**src/include/vga_settings.svh**
```systemverilog
`ifndef VGA_SETTINGS_SVH
`define VGA_SETTINGS_SVH

//////////////////////////////
// horizontal timing, in vga_clk cycles
//////////////////////////////

`define VGA_H_SYNC      12'd96      // hsync pulse
`define VGA_H_BACK      12'd40      // back porch
`define VGA_H_LEFT      12'd8       // left border
`define VGA_H_VALID     12'd640     // active pixels
`define VGA_H_RIGHT     12'd8       // right border
`define VGA_H_FRONT     12'd8       // front porch

// full line, 800 cycles
`define VGA_H_TOTAL     (`VGA_H_SYNC + `VGA_H_BACK + `VGA_H_LEFT + \
                         `VGA_H_VALID + `VGA_H_RIGHT + `VGA_H_FRONT)

//////////////////////////////
// vertical timing, in lines
//////////////////////////////

`define VGA_V_SYNC      12'd2       // vsync pulse
`define VGA_V_BACK      12'd25      // back porch
`define VGA_V_TOP       12'd8       // top border
`define VGA_V_VALID     12'd480     // active lines
`define VGA_V_BOTTOM    12'd8       // bottom border
`define VGA_V_FRONT     12'd2       // front porch

// full frame, 525 lines
`define VGA_V_TOTAL     (`VGA_V_SYNC + `VGA_V_BACK + `VGA_V_TOP + \
                         `VGA_V_VALID + `VGA_V_BOTTOM + `VGA_V_FRONT)

//////////////////////////////
// pattern
//////////////////////////////

`define VGA_BAR_COUNT   12'd10      // vertical bars across the active width

`endif

```
**src/hdl/vga_color_pkg.sv**
```systemverilog
`default_nettype none

package vga_color_pkg;

    //////////////////////////////
    // pixel format
    //////////////////////////////

    typedef struct packed {
        logic [4:0] r;      // red, msb side
        logic [5:0] g;      // green gets the extra bit
        logic [4:0] b;      // blue
    } rgb565_t;

    //////////////////////////////
    // bar colours, left to right
    //////////////////////////////

    typedef enum logic [$bits(rgb565_t)-1:0] {
        BAR_RED    = 16'hF800,
        BAR_ORANGE = 16'hFC00,
        BAR_YELLOW = 16'hFFE0,
        BAR_GREEN  = 16'h07E0,
        BAR_CYAN   = 16'h07FF,
        BAR_BLUE   = 16'h001F,
        BAR_PURPLE = 16'hF81F,
        BAR_BLACK  = 16'h0000,     // also used outside the active width
        BAR_WHITE  = 16'hFFFF,
        BAR_GRAY   = 16'hD69A
    } bar_color_e;

    // indexed by bar number, 0 at the left edge
    localparam rgb565_t BAR_PALETTE [10] = '{
        BAR_RED, BAR_ORANGE, BAR_YELLOW, BAR_GREEN, BAR_CYAN,
        BAR_BLUE, BAR_PURPLE, BAR_BLACK, BAR_WHITE, BAR_GRAY
    };

endpackage

`default_nettype wire

```
**src/hdl/vga_timing_pkg.sv**
```systemverilog
`default_nettype none

package vga_timing_pkg;

    //////////////////////////////
    // raster position
    //////////////////////////////

    // pixel coordinate inside the active area, x or y
    typedef logic [11:0] pix_coord_t;

    // value sent when no pixel is being requested
    localparam pix_coord_t PIX_NONE = 12'hFFF;

    //////////////////////////////
    // sync timing
    //////////////////////////////

    // horizontal and vertical counter value
    // 12 bits covers 800 cycles and 525 lines
    typedef logic [11:0] raster_cnt_t;

endpackage

`default_nettype wire

```
**src/hdl/vga_colorbar.sv**
```systemverilog
`default_nettype none

module vga_colorbar (
    input  logic                   vga_clk,     // 25 MHz pixel clock
    input  logic                   sys_rst_n,
    output logic                   hsync,
    output logic                   vsync,
    output vga_color_pkg::rgb565_t rgb
);

    //////////////////////////////
    // internal wiring
    //////////////////////////////

    vga_timing_pkg::pix_coord_t pix_x;      // ctrl to pattern
    vga_timing_pkg::pix_coord_t pix_y;
    vga_color_pkg::rgb565_t     pix_data;   // pattern back to ctrl

    //////////////////////////////
    // timing controller
    //////////////////////////////

    vga_ctrl i_vga_ctrl (
        .vga_clk   (vga_clk),
        .sys_rst_n (sys_rst_n),
        .pix_data  (pix_data),
        .pix_x     (pix_x),
        .pix_y     (pix_y),
        .hsync     (hsync),
        .vsync     (vsync),
        .rgb       (rgb)
    );

    //////////////////////////////
    // pattern source
    //////////////////////////////

    vga_pic i_vga_pic (
        .vga_clk   (vga_clk),
        .sys_rst_n (sys_rst_n),
        .pix_x     (pix_x),
        .pix_y     (pix_y),
        .pix_data  (pix_data)
    );

endmodule

`default_nettype wire

```
**src/hdl/vga_ctrl.sv**
```systemverilog
`default_nettype none

`include "vga_settings.svh"

module vga_ctrl (
    input  logic                       vga_clk,
    input  logic                       sys_rst_n,
    input  vga_color_pkg::rgb565_t     pix_data,   // from pattern, one cycle after pix_x
    output vga_timing_pkg::pix_coord_t pix_x,      // next pixel column, FFF when idle
    output vga_timing_pkg::pix_coord_t pix_y,      // next pixel row, FFF when idle
    output logic                       hsync,
    output logic                       vsync,
    output vga_color_pkg::rgb565_t     rgb
);

    import vga_timing_pkg::*;

    //////////////////////////////
    // window limits
    //////////////////////////////

    localparam raster_cnt_t H_LAST = `VGA_H_TOTAL - 12'd1;     // 799
    localparam raster_cnt_t V_LAST = `VGA_V_TOTAL - 12'd1;     // 524

    // first active column, sync + back porch + left border
    localparam raster_cnt_t H_ACT_START = `VGA_H_SYNC + `VGA_H_BACK + `VGA_H_LEFT;
    localparam raster_cnt_t H_ACT_END   = H_ACT_START + `VGA_H_VALID;   // exclusive, 784

    localparam raster_cnt_t V_ACT_START = `VGA_V_SYNC + `VGA_V_BACK + `VGA_V_TOP;
    localparam raster_cnt_t V_ACT_END   = V_ACT_START + `VGA_V_VALID;   // exclusive, 515

    // request leads the active window by the pattern latency
    localparam raster_cnt_t H_REQ_START = H_ACT_START - 12'd1;     // 143
    localparam raster_cnt_t H_REQ_END   = H_ACT_END - 12'd1;       // 783

    raster_cnt_t cnt_h;         // column within line
    raster_cnt_t cnt_v;         // line within frame
    logic        h_active;
    logic        v_active;
    logic        pix_active;    // pixel on screen now
    logic        pix_req;       // pixel on screen next cycle

    //////////////////////////////
    // raster counters
    //////////////////////////////

    always_ff @(posedge vga_clk or negedge sys_rst_n) begin
        if (!sys_rst_n) begin
            cnt_h <= '0;
        end else if (cnt_h == H_LAST) begin
            cnt_h <= '0;                    // line wrap
        end else begin
            cnt_h <= cnt_h + 12'd1;
        end
    end

    // one step per line, at the wrap of cnt_h
    always_ff @(posedge vga_clk or negedge sys_rst_n) begin
        if (!sys_rst_n) begin
            cnt_v <= '0;
        end else if (cnt_h == H_LAST) begin
            if (cnt_v == V_LAST) begin
                cnt_v <= '0;                // frame wrap
            end else begin
                cnt_v <= cnt_v + 12'd1;
            end
        end
    end

    //////////////////////////////
    // sync and window decode
    //////////////////////////////

    // positive pulses at the start of line and frame
    assign hsync = (cnt_h < `VGA_H_SYNC);
    assign vsync = (cnt_v < `VGA_V_SYNC);

    assign h_active   = (cnt_h >= H_ACT_START) && (cnt_h < H_ACT_END);
    assign v_active   = (cnt_v >= V_ACT_START) && (cnt_v < V_ACT_END);
    assign pix_active = h_active && v_active;

    // same lines as the active window, columns one earlier
    assign pix_req = (cnt_h >= H_REQ_START) && (cnt_h < H_REQ_END) && v_active;

    //////////////////////////////
    // pixel request and output
    //////////////////////////////

    // coordinates relative to the top left active pixel
    assign pix_x = pix_req ? pix_coord_t'(cnt_h - H_REQ_START) : PIX_NONE;
    assign pix_y = pix_req ? pix_coord_t'(cnt_v - V_ACT_START) : PIX_NONE;

    // black in sync, porches and borders
    assign rgb = pix_active ? pix_data : '0;

endmodule

`default_nettype wire

```
**src/hdl/vga_pic.sv**
```systemverilog
`default_nettype none

`include "vga_settings.svh"

module vga_pic (
    input  logic                       vga_clk,
    input  logic                       sys_rst_n,
    input  vga_timing_pkg::pix_coord_t pix_x,      // column of the next pixel
    input  vga_timing_pkg::pix_coord_t pix_y,      // row of the next pixel
    output vga_color_pkg::rgb565_t     pix_data    // registered colour, one cycle later
);

    import vga_color_pkg::*;

    //////////////////////////////
    // bar geometry
    //////////////////////////////

    // 640 / 10, each bar is 64 columns
    localparam int unsigned BAR_W = `VGA_H_VALID / `VGA_BAR_COUNT;
    localparam int unsigned IDX_W = $clog2(`VGA_BAR_COUNT);

    logic [IDX_W-1:0] bar_idx;      // bar under pix_x
    logic             in_range;     // pix_x, pix_y inside the active area

    // power of two width, so this is a plain shift
    assign bar_idx  = IDX_W'(pix_x / BAR_W);

    // FFF coordinates from the controller fall out here too
    assign in_range = (pix_x < `VGA_H_VALID) && (pix_y < `VGA_V_VALID);

    //////////////////////////////
    // colour register
    //////////////////////////////

    always_ff @(posedge vga_clk or negedge sys_rst_n) begin
        if (!sys_rst_n) begin
            pix_data <= '0;
        end else if (in_range) begin
            pix_data <= BAR_PALETTE[bar_idx];   // palette entry for this bar
        end else begin
            pix_data <= BAR_BLACK;              // right of the last bar
        end
    end

endmodule

`default_nettype wire

```
**config.mk**
```make
export PLATFORM = sky130hd
export DESIGN_NAME = vga_colorbar
export DESIGN_NICKNAME = d
export VERILOG_FILES = /design/src/hdl/vga_color_pkg.sv /design/src/hdl/vga_timing_pkg.sv /design/src/hdl/vga_colorbar.sv /design/src/hdl/vga_ctrl.sv /design/src/hdl/vga_pic.sv
export VERILOG_INCLUDE_DIRS = /design/src /design/src/include
export SDC_FILE = /design/constraint.sdc
export NUM_CORES = 1
export LEC_CHECK = 0
export BUFFER_PORTS_ARGS = -buffer_cell sky130_fd_sc_hd__buf_4
export CORE_AREA = 2 2 78 80
export CTS_CLUSTER_DIAMETER = 150
export CTS_CLUSTER_SIZE = 30
export DETAILED_ROUTE_END_ITERATION = 8
export DIE_AREA = 0 0 80 82
export HOLD_SLACK_MARGIN = 0.08
export PLACE_DENSITY = 0.65
export SYNTH_ARGS = -nofsm -noshare
export SYNTH_HDL_FRONTEND = slang
export SYNTH_HIERARCHICAL = 1
export SYNTH_SLANG_ARGS = --single-unit
```
**constraint.sdc**
```tcl
create_clock -name vga_clk -period 4.8 [get_ports vga_clk]
set_input_delay 0.24 -clock vga_clk [delete_from_list [all_inputs] [get_ports vga_clk]]
set_output_delay 0.24 -clock vga_clk [all_outputs]
set_load 0.01 [all_outputs]
```
==> results of run 1 <==
-- area by class of cell --
| type | instances | area (µm²) |
|---|---|---|
| clock buffer | 7 | 76.32 |
| clock inverter | 1 | 5.005 |
| fill | 604 | 3501 |
| inverter | 6 | 22.52 |
| multi-input combinational | 166 | 1111 |
| sequential | 31 | 775.7 |
| tap | 75 | 93.84 |
| timing repair buffer | 21 | 160.2 |
-- flip-flops by register name, indices dropped and copies added, names as in the netlist --
| name | cells |
|---|---|
| i_vga_ctrl/cnt_h | 12 |
| i_vga_ctrl/cnt_v | 12 |
| i_vga_pic/pix_data | 7 |
-- power by group through the flow --
| stage | Clock (mW) | Sequential, mW | Combinational [mW] |
|---|---|---|---|
| floorplan | 0 | 0.266 | 0.000000580 |
| global placement | 0 | 0.266 | 0.00588 |
| detailed placement | 0 | 0.266 | 0.00601 |
| CTS | 0.202 | 0.261 | 0.00665 |
| global route | 0.211 | 0.261 | 0.00723 |
| finish | 0.193 | 0.261 | 0.00600 |
-- through the flow --
step / setup WS, ns / power, mW / instance area, µm²
after global placement: 2.067 / 0.2720 / 2153
final: 1.960 / 0.4603 / 2245
after global routing: 1.667 / 0.4791 / 2245
after floorplan: 2.346 / 0.2662 / 2086
after detailed placement: 1.996 / 0.2721 / 2153
after CTS: 1.972 / 0.4694 / 2245
-- worst paths after layout --
check / startpoint / to / slack, ns
setup reg to reg: i_vga_ctrl/cnt_v[0] / i_vga_pic/pix_data[10] / 1.96
min in group vga_clk: i_vga_ctrl/cnt_h[0] / i_vga_ctrl/cnt_h[0] / 0.49
max in group asynchronous: sys_rst_n / i_vga_ctrl/cnt_h[10] / 4.09
hold reg to reg: i_vga_ctrl/cnt_h[0] / i_vga_ctrl/cnt_h[0] / 0.49
hold / removal: sys_rst_n / i_vga_ctrl/cnt_v[8] / 0.43
setup / recovery: i_vga_ctrl/cnt_v[0] / i_vga_pic/pix_data[10] / 1.96
-- worst max-delay path: stages (launching register included) --
cell,delay [ns]
dfrtp_1,0.41
ha_1,0.33
o41ai_1,0.61
a21o_1,0.25
a2111oi_4,0.07
buf_4,0.23
o211ai_1,0.27
nor2_2,0.10
or3_1,0.33
a31oi_1,0.16
-- cells in the final DEF (no fill, tap or decap), types with 6 or more instances in the layout --
cell and n:
dfrtp_1 31, and3_1 21, buf_4 20, nand3_1 16, xnor2_1 15, nand2_1 12
a21oi_1 11, nor2_1 10, nand4_1 7, inv_1 6, xor2_1 6
-- routing by layer --
metal  vias to the layer above  track usage [%]  share of wire, %
li1                        817                -                 -
met1                       740            14.97                47
met2                        30            20.42                48
met3                         5            2.088               3.8
met4                         0            4.576               1.1
met5                         -                0                 0
-- timing repair --
item                                   4_1_cts  5_1_grt
endpoints found under the hold margin       31        0
hold buffers                                 1        0
setup endpoints to repair                    0        0
==> results.sh, run 1 <==
export IMPL_crit_type="flop to flop"
export IMPL_grt_pass1_vias=1396
export IMPL_finClkSkew_ns=0.002629
export IMPL_cts_sinks=31
export IMPL_period_share_pct=59.17
export IMPL_p_sw_mw=0.09635
export IMPL_outcome="finished, final reports clean"
export IMPL_grt_max_degree=32
export IMPL_cts_max_level=2
export IMPL_io_pins=20
export IMPL_r2r_worst_path_cells=9
export IMPL_setup_worst_path_end_class="flop"
export IMPL_drt_total_wl_um=3689
export IMPL_tightest_slew_ns=0.8112
export IMPL_insertion_delay_ns=0.27
export IMPL_cts_setup_buffers=0
export IMPL_nets=237
export IMPL_netSwitchingFraction_pct=20.93
export IMPL_wire_per_inst_um=12.02
export IMPL_avgSynthCellArea_um2=8.876
export IMPL_pwr_share_seq_pct=56.8
export IMPL_num_rows=28
export IMPL_cts_tree="done"
export IMPL_first_iter_violations=109
export IMPL_drt_pass1_iter_count=4
export IMPL_cap_viol_max_count=0
export IMPL_grt_usage_pct=11.91
export IMPL_fin_cells=307
export IMPL_drc=0
export IMPL_cts_resized=0
export IMPL_area_growth_pct=7.618
export IMPL_core_area_um2=5746
export IMPL_setup_violations=0
export IMPL_diodes=0
export IMPL_clockBufferDepth=2
export IMPL_die_x_um=80
export IMPL_postRouteAntennaNets=0
export IMPL_setup_tns_ns=0
export IMPL_final_util_pct=39.07
export IMPL_initial_core_util_pct=36.30
export IMPL_place_hpwl_um=2560
export IMPL_synthCells=235
export IMPL_critical_path_arrival_ns=3.04
export IMPL_max_freq_ghz=0.3521
export IMPL_grt_pass1_wl_um=6313
export IMPL_path_clk_slew_ns=0.06
export IMPL_p_per_area_nw_per_um2=205.1
export IMPL_numCtsBuffers=5
export IMPL_hold_ws_ns=0.4345
export IMPL_p_leak_nw=1.032
export IMPL_finalHoldViolCount=0
export IMPL_ir_drop_uv=105.7
export IMPL_port_buffers=19
export IMPL_cts_root_buf="clkbuf_8"
export IMPL_slew_viol_final=0
export IMPL_die_h_um=82
export IMPL_gp_congestion=0.7660
export IMPL_dp_cells=298
export IMPL_required_ns=5.00
export IMPL_vias=1592
export IMPL_fin_crit_ns=2.840
export IMPL_relSlewSlack_pct=45.92
export IMPL_p_int_mw=0.3639
export IMPL_die_area_um2=6560
export IMPL_start_kind="flop"
export IMPL_synth_nets=241
export IMPL_syn_area_um2=2086
export IMPL_path_max_fanout=29
export IMPL_drive_above_1_share_pct=13.79
export IMPL_combPwrFrac_pct=1.3
export IMPL_worstHoldPathType="primary input to async pin"
export IMPL_antenna_found_initial=0
export IMPL_yosys_warnings=6
export IMPL_via_per_inst=5.186
export IMPL_grt_overflow=0
export IMPL_p_clk_share_pct=41.9
export IMPL_rsz0062_at_grt="false"
No activity file was read; power rests on OpenSTA's default activity.
==> run 2: changes to the inputs <==
ABC_AREA = 1   (was default)
CORE_AREA = 2 2 85 87   (was 2 2 78 80)
DIE_AREA = 0 0 87 89   (was 0 0 80 82)
clock period = 2.8 ns   (was 4.8 ns; I/O delays follow)
==> results.sh, run 2 <==
export IMPL_max_stage_delay_ns=0.45
export IMPL_diodes=0
export IMPL_finClkSkew_ns=0.009742
export IMPL_top_usage_layer="met2"
export IMPL_crit_chain="ha_1 > inv_1 > nand2_4 > inv_2 > nand3_2 > nand2_4 > nand2_4 > nor2_8 > nand2_1 > or2_0 > nor2_2 > nand3_2 > nor2_1"
export IMPL_drt_total_wl_um=4754
export IMPL_dp_cells=453
export IMPL_critPathBufInv=2
export IMPL_relSlewSlack_pct=72.57
export IMPL_cap_viol_max_count=0
export IMPL_tightest_slew_ns=0.4114
export IMPL_via_per_inst=4.630
export IMPL_outcome="finished, final reports clean"
export IMPL_setup_tns_ns=0
export IMPL_crit_type="flop to flop"
export IMPL_fin_cells=460
export IMPL_cts_root_buf="clkbuf_8"
export IMPL_total_power_mw=0.7847
export IMPL_path_max_fanout=13
export IMPL_antenna_found_initial=0
export IMPL_cp_slowest_cell="dfrtp_1"
export IMPL_first_iter_violations=100
export IMPL_initial_core_util_pct=37.47
export IMPL_met1_usage_pct=16.67
export IMPL_mostFrequentLayoutCells="nand2_1 (94), nor2_1 (57), inv_1 (49), dfrtp_1 (31), nand3_1 (22)"
export IMPL_cts_sinks=31
export IMPL_max_freq_ghz=0.4466
export IMPL_cts_max_level=2
export IMPL_slew_viol_final=0
export IMPL_num_rows=30
export IMPL_clockBufferDepth=2
export IMPL_top_regs="i_vga_ctrl/cnt_h: 12 flops, i_vga_ctrl/cnt_v: 12 flops, i_vga_pic/pix_data: 7 flops"
export IMPL_grt_overflow=0
export IMPL_finalHoldViolCount=0
export IMPL_place_hpwl_um=3613
export IMPL_critPathTopFamily="simple AND/OR/NAND/NOR gates"
export IMPL_ir_drop_uv=154.9
export IMPL_setup_violations=0
export IMPL_synth_nets=377
export IMPL_grt_usage_pct=13.65
export IMPL_grtUsageMet2_pct=23.59
export IMPL_required_ns=3.01
export IMPL_drt_pass1_iter_count=4
export IMPL_insertion_delay_ns=0.29
export IMPL_use_met3_pct=2.770
export IMPL_yosys_warnings=6
export IMPL_cts_setup_buffers=0
export IMPL_start_kind="flop"
export IMPL_nets=387
export IMPL_critical_path_arrival_ns=2.45
export IMPL_drive_above_1_share_pct=18.68
export IMPL_n_fill_cell=705
export IMPL_die_area_um2=7743
export IMPL_grt_pass1_wl_um=8355
export IMPL_layout_commonest_cell="nand2_1"
export IMPL_period_share_pct=79.96
export IMPL_area_growth_pct=7.256
export IMPL_gp_congestion=0.8311
export IMPL_worstHoldPathType="primary input to async pin"
export IMPL_crit_path_frequent_cell="nand2_4"
export IMPL_cts_tree="done"
export IMPL_syn_area_um2=2517
export IMPL_postRouteAntennaNets=0
export IMPL_avgSynthCellArea_um2=6.785
export IMPL_drc=0
export IMPL_port_buffers=19
export IMPL_vias=2130
export IMPL_die_h_um=89
export IMPL_io_pins=20
export IMPL_fin_crit_ns=2.239
export IMPL_final_util_pct=40.19
export IMPL_core_area_um2=6719
export IMPL_rsz0062_at_grt="false"
export IMPL_grt_pass1_vias=1962
export IMPL_p_leak_nw=1.445
export IMPL_synthCells=371
export IMPL_p_per_area_nw_per_um2=290.6
export IMPL_setup_worst_path_end_class="flop"
export IMPL_fin_ws_ns=0.5611
export IMPL_wire_per_inst_um=10.33
export IMPL_grt_max_degree=32
export IMPL_path_clk_slew_ns=0.07
export IMPL_die_x_um=87
export IMPL_numCtsBuffers=5
export IMPL_post_place_ws_ns=0.5623
==> run 2: power breakdown <==
part | switching (mW) | internal, mW | total [mW]
sequential | 0 | 0.448 | 0.448
combinational | 0.00889 | 0.00185 | 0.0107
clock | 0.161 | 0.165 | 0.326
total | 0.170 | 0.615 | 0.785
==> run 2: cell type report <==
| cell class | instances | area, µm² | area share [%] |
|---|---|---|---|
| Sequential cell | 31 | 775.7 | 28.73 |
| Tap cell | 80 | 100.1 | 3.707 |
| Multi-Input combinational cell | 255 | 1336 | 49.49 |
| Clock buffer | 6 | 72.57 | 2.688 |
| Inverter | 66 | 247.7 | 9.175 |
| Timing Repair Buffer | 22 | 167.7 | 6.209 |
==> run 2: worst reg2reg max path, cell delays in order (launching register included) <==
cell,delay [ns]
dfrtp_1,0.45
ha_1,0.31
inv_1,0.12
nand2_4,0.06
inv_2,0.06
nand3_2,0.09
nand2_4,0.10
nand2_4,0.06
nor2_8,0.23
nand2_1,0.08
or2_0,0.24
nor2_2,0.12
nand3_2,0.14
nor2_1,0.12
==> run 2: final timing paths <==
kind | startpoint | endpoint | slack (ns) | cells after the start
max reg2reg | i_vga_ctrl/cnt_v[0] | i_vga_pic/pix_data[2] | 0.56 | 13
max in group asynchronous | sys_rst_n | i_vga_pic/pix_data[13] | 2.17 | 2
min reg2reg | i_vga_ctrl/cnt_h[0] | i_vga_ctrl/cnt_h[0] | 0.49 | 1
min | sys_rst_n | i_vga_ctrl/cnt_v[4] | 0.33 | 2
min in group vga_clk | i_vga_ctrl/cnt_h[0] | i_vga_ctrl/cnt_h[0] | 0.49 | 1
max | i_vga_ctrl/cnt_v[0] | i_vga_pic/pix_data[2] | 0.56 | 13
==> run 2: stage by stage <==
stage	cell area (µm²)	hold WS, ns
after global placement	2618	0.1017
after detailed placement	2618	0.1110
after global routing	2700	0.3678
after CTS	2700	0.3317
after floorplan	2517	-0.1556
final	2700	0.3296
==> run 2: per-layer routing <==
metal  vias to the layer above  routed length (µm)
met3                         4                 174
met4                         0                  66
met1                       958                2268
li1                       1128                   -
met5                         -                   0
met2                        40                2245
==> run 2: what timing repair did <==
action | CTS | global route
hold buffers | 1 | 0
resized for setup | 0 | 0
endpoints found under the hold margin | 31 | 0
==> run 3: changes to the inputs <==
PLACE_DENSITY = 0.67   (was 0.65)
clock period = 2 ns   (was 2.8 ns; I/O delays follow)
==> results.sh, run 3 (same netlist as run 2, synthesis figures left out) <==
export IMPL_slew_viol_final=0
export IMPL_vias=2241
export IMPL_max_freq_ghz=0.5197
export IMPL_wire_per_inst_um=10.69
export IMPL_drt_pass1_iter_count=5
export IMPL_crit_path_frequent_cell="nand2_2"
export IMPL_numCtsBuffers=5
export IMPL_drive_above_1_share_pct=29.90
export IMPL_first_iter_violations=125
export IMPL_p_per_area_nw_per_um2=427.4
export IMPL_core_area_um2=6719
export IMPL_die_x_um=87
export IMPL_die_h_um=89
export IMPL_grt_max_degree=32
export IMPL_setup_violations=0
export IMPL_final_util_pct=45.05
export IMPL_gp_congestion=0.9392
export IMPL_grt_pass1_wl_um=8756
export IMPL_path_clk_slew_ns=0.07
export IMPL_path_max_fanout=7
export IMPL_required_ns=2.23
export IMPL_relSlewSlack_pct=73.07
export IMPL_via_per_inst=4.592
export IMPL_period_share_pct=96.21
export IMPL_num_rows=30
export IMPL_worstHoldPathType="primary input to async pin"
export IMPL_antenna_found_initial=0
export IMPL_cts_max_level=2
export IMPL_mostFrequentLayoutCells="nand2_1 (88), nor2_1 (53), buf_4 (46), inv_1 (45), dfrtp_1 (28)"
export IMPL_regArea_um2=779.5
export IMPL_post_place_ws_ns=-0.04181
export IMPL_fin_ws_ns=0.07585
export IMPL_total_power_mw=1.294
export IMPL_insertion_delay_ns=0.29
export IMPL_n_fill_cell=677
export IMPL_finalHoldViolCount=0
export IMPL_initial_core_util_pct=37.47
export IMPL_diodes=0
export IMPL_layout_commonest_cell="nand2_1"
export IMPL_grt_usage_pct=14.36
export IMPL_p_leak_nw=1.606
export IMPL_tightest_slew_ns=0.4040
export IMPL_crit_type="flop to flop"
export IMPL_cts_sinks=31
export IMPL_drc=0
export IMPL_cts_root_buf="clkbuf_8"
export IMPL_max_stage_delay_ns=0.37
export IMPL_setup_worst_path_end_class="flop"
export IMPL_grt_overflow=0
export IMPL_ir_drop_uv=256.0
export IMPL_start_kind="flop"
export IMPL_area_growth_pct=20.23
export IMPL_cts_tree="done"
export IMPL_critical_path_arrival_ns=2.15
export IMPL_crit_chain="ha_2 > nand2_2 > nor2_4 > nand2_2 > nand3_2 > nand2_4 > nor2_8 > buf_12 > nand2_4 > inv_1 > nand2_2 > nand2_2 > nand3_4 > nor2_1"
export IMPL_top_regs="i_vga_ctrl/cnt_h: 12 flops, i_vga_ctrl/cnt_v: 12 flops, i_vga_pic/pix_data: 7 flops"
export IMPL_grt_pass1_vias=2066
export IMPL_cp_slowest_cell="dfrtp_1"
export IMPL_cap_viol_max_count=0
export IMPL_finClkSkew_ns=0.006805
export IMPL_postRouteAntennaNets=0
export IMPL_multi_input_area_um2=1406
export IMPL_die_area_um2=7743
export IMPL_outcome="finished, final reports clean"
export IMPL_place_area_um2=2805
export IMPL_drt_total_wl_um=5215
export IMPL_rsz0062_at_grt="true"
export IMPL_final_cell_area_um2=3027
export IMPL_io_pins=20
export IMPL_fin_crit_ns=1.924
export IMPL_place_hpwl_um=4006
export IMPL_clockBufferDepth=2
export IMPL_port_buffers=19
export IMPL_nets=413
==> run 3: worst max-delay path: cells and delay by family, from the launching register on <==
family	cells	cell delay, ns
flops	1	0.37
fa+ha+maj	1	0.19
simple gates	11	1.08
buf+inv	2	0.22
==> run 3: final cells by class <==
cell class,instances,share of cell area [%]
repair buffers,48,12.40
well taps,80,3.307
clock buffers,6,2.728
clock inverters,2,1.158
multi-input cells,255,46.47
flip-flops and latches,31,25.75
inverters,66,8.185
==> run 3: worst paths after layout <==
check	cells after the start	slack, ns	endpoint	from
worst max-delay path	14	0.08	i_vga_pic/pix_data[3]	i_vga_ctrl/cnt_h[1]
worst min register to register	2	0.54	i_vga_ctrl/cnt_h[0]	i_vga_ctrl/cnt_h[0]
worst max register to register	14	0.08	i_vga_pic/pix_data[3]	i_vga_ctrl/cnt_h[1]
min in group vga_clk	2	0.54	i_vga_ctrl/cnt_h[0]	i_vga_ctrl/cnt_h[0]
max in group asynchronous	2	1.40	i_vga_ctrl/cnt_h[6]	sys_rst_n
worst min-delay path	2	0.28	i_vga_ctrl/cnt_v[3]	sys_rst_n
==> run 3: power breakdown <==
group	total [mW]	internal [mW]	switching, mW	leakage, nW
Combinational	0.0148	0.00259	0.0122	1.13
Clock	0.652	0.403	0.249	0.0612
Sequential	0.627	0.627	0	0.415
Total	1.29	1.03	0.262	1.61
==> run 3: per-layer routing <==
layer  global-route usage (%)  part of all wire, %  up-vias  wire length [µm]
li1                         -                    -     1180                 -
met5                        0                    0        -                 0
met2                    25.75                   49       45              2564
met4                    5.682                  1.7        0                87
met1                    17.01                   46     1008              2376
met3                    2.585                  3.6        8               187
==> run 3: per-stage QoR <==
| step | instances | hold WS, ns | TNS (ns) |
|---|---|---|---|
| after floorplan | 371 | -0.1956 | 0 |
| after global placement | 476 | 0.06210 | 0 |
| after detailed placement | 476 | 0.07057 | -0.04181 |
| after CTS | 485 | 0.2938 | 0 |
| after global routing | 488 | 0.3196 | -0.3520 |
| final | 488 | 0.2824 | 0 |
==> run 3: timing repair <==
item | 4_1_cts | 5_1_grt
setup endpoints to repair | 2 | 7
hold buffers | 1 | 0
buffers inserted | 0 | 3
endpoints found under the hold margin | 31 | 0
pin swaps | 2 | 13
gates resized for setup | 2 | 27
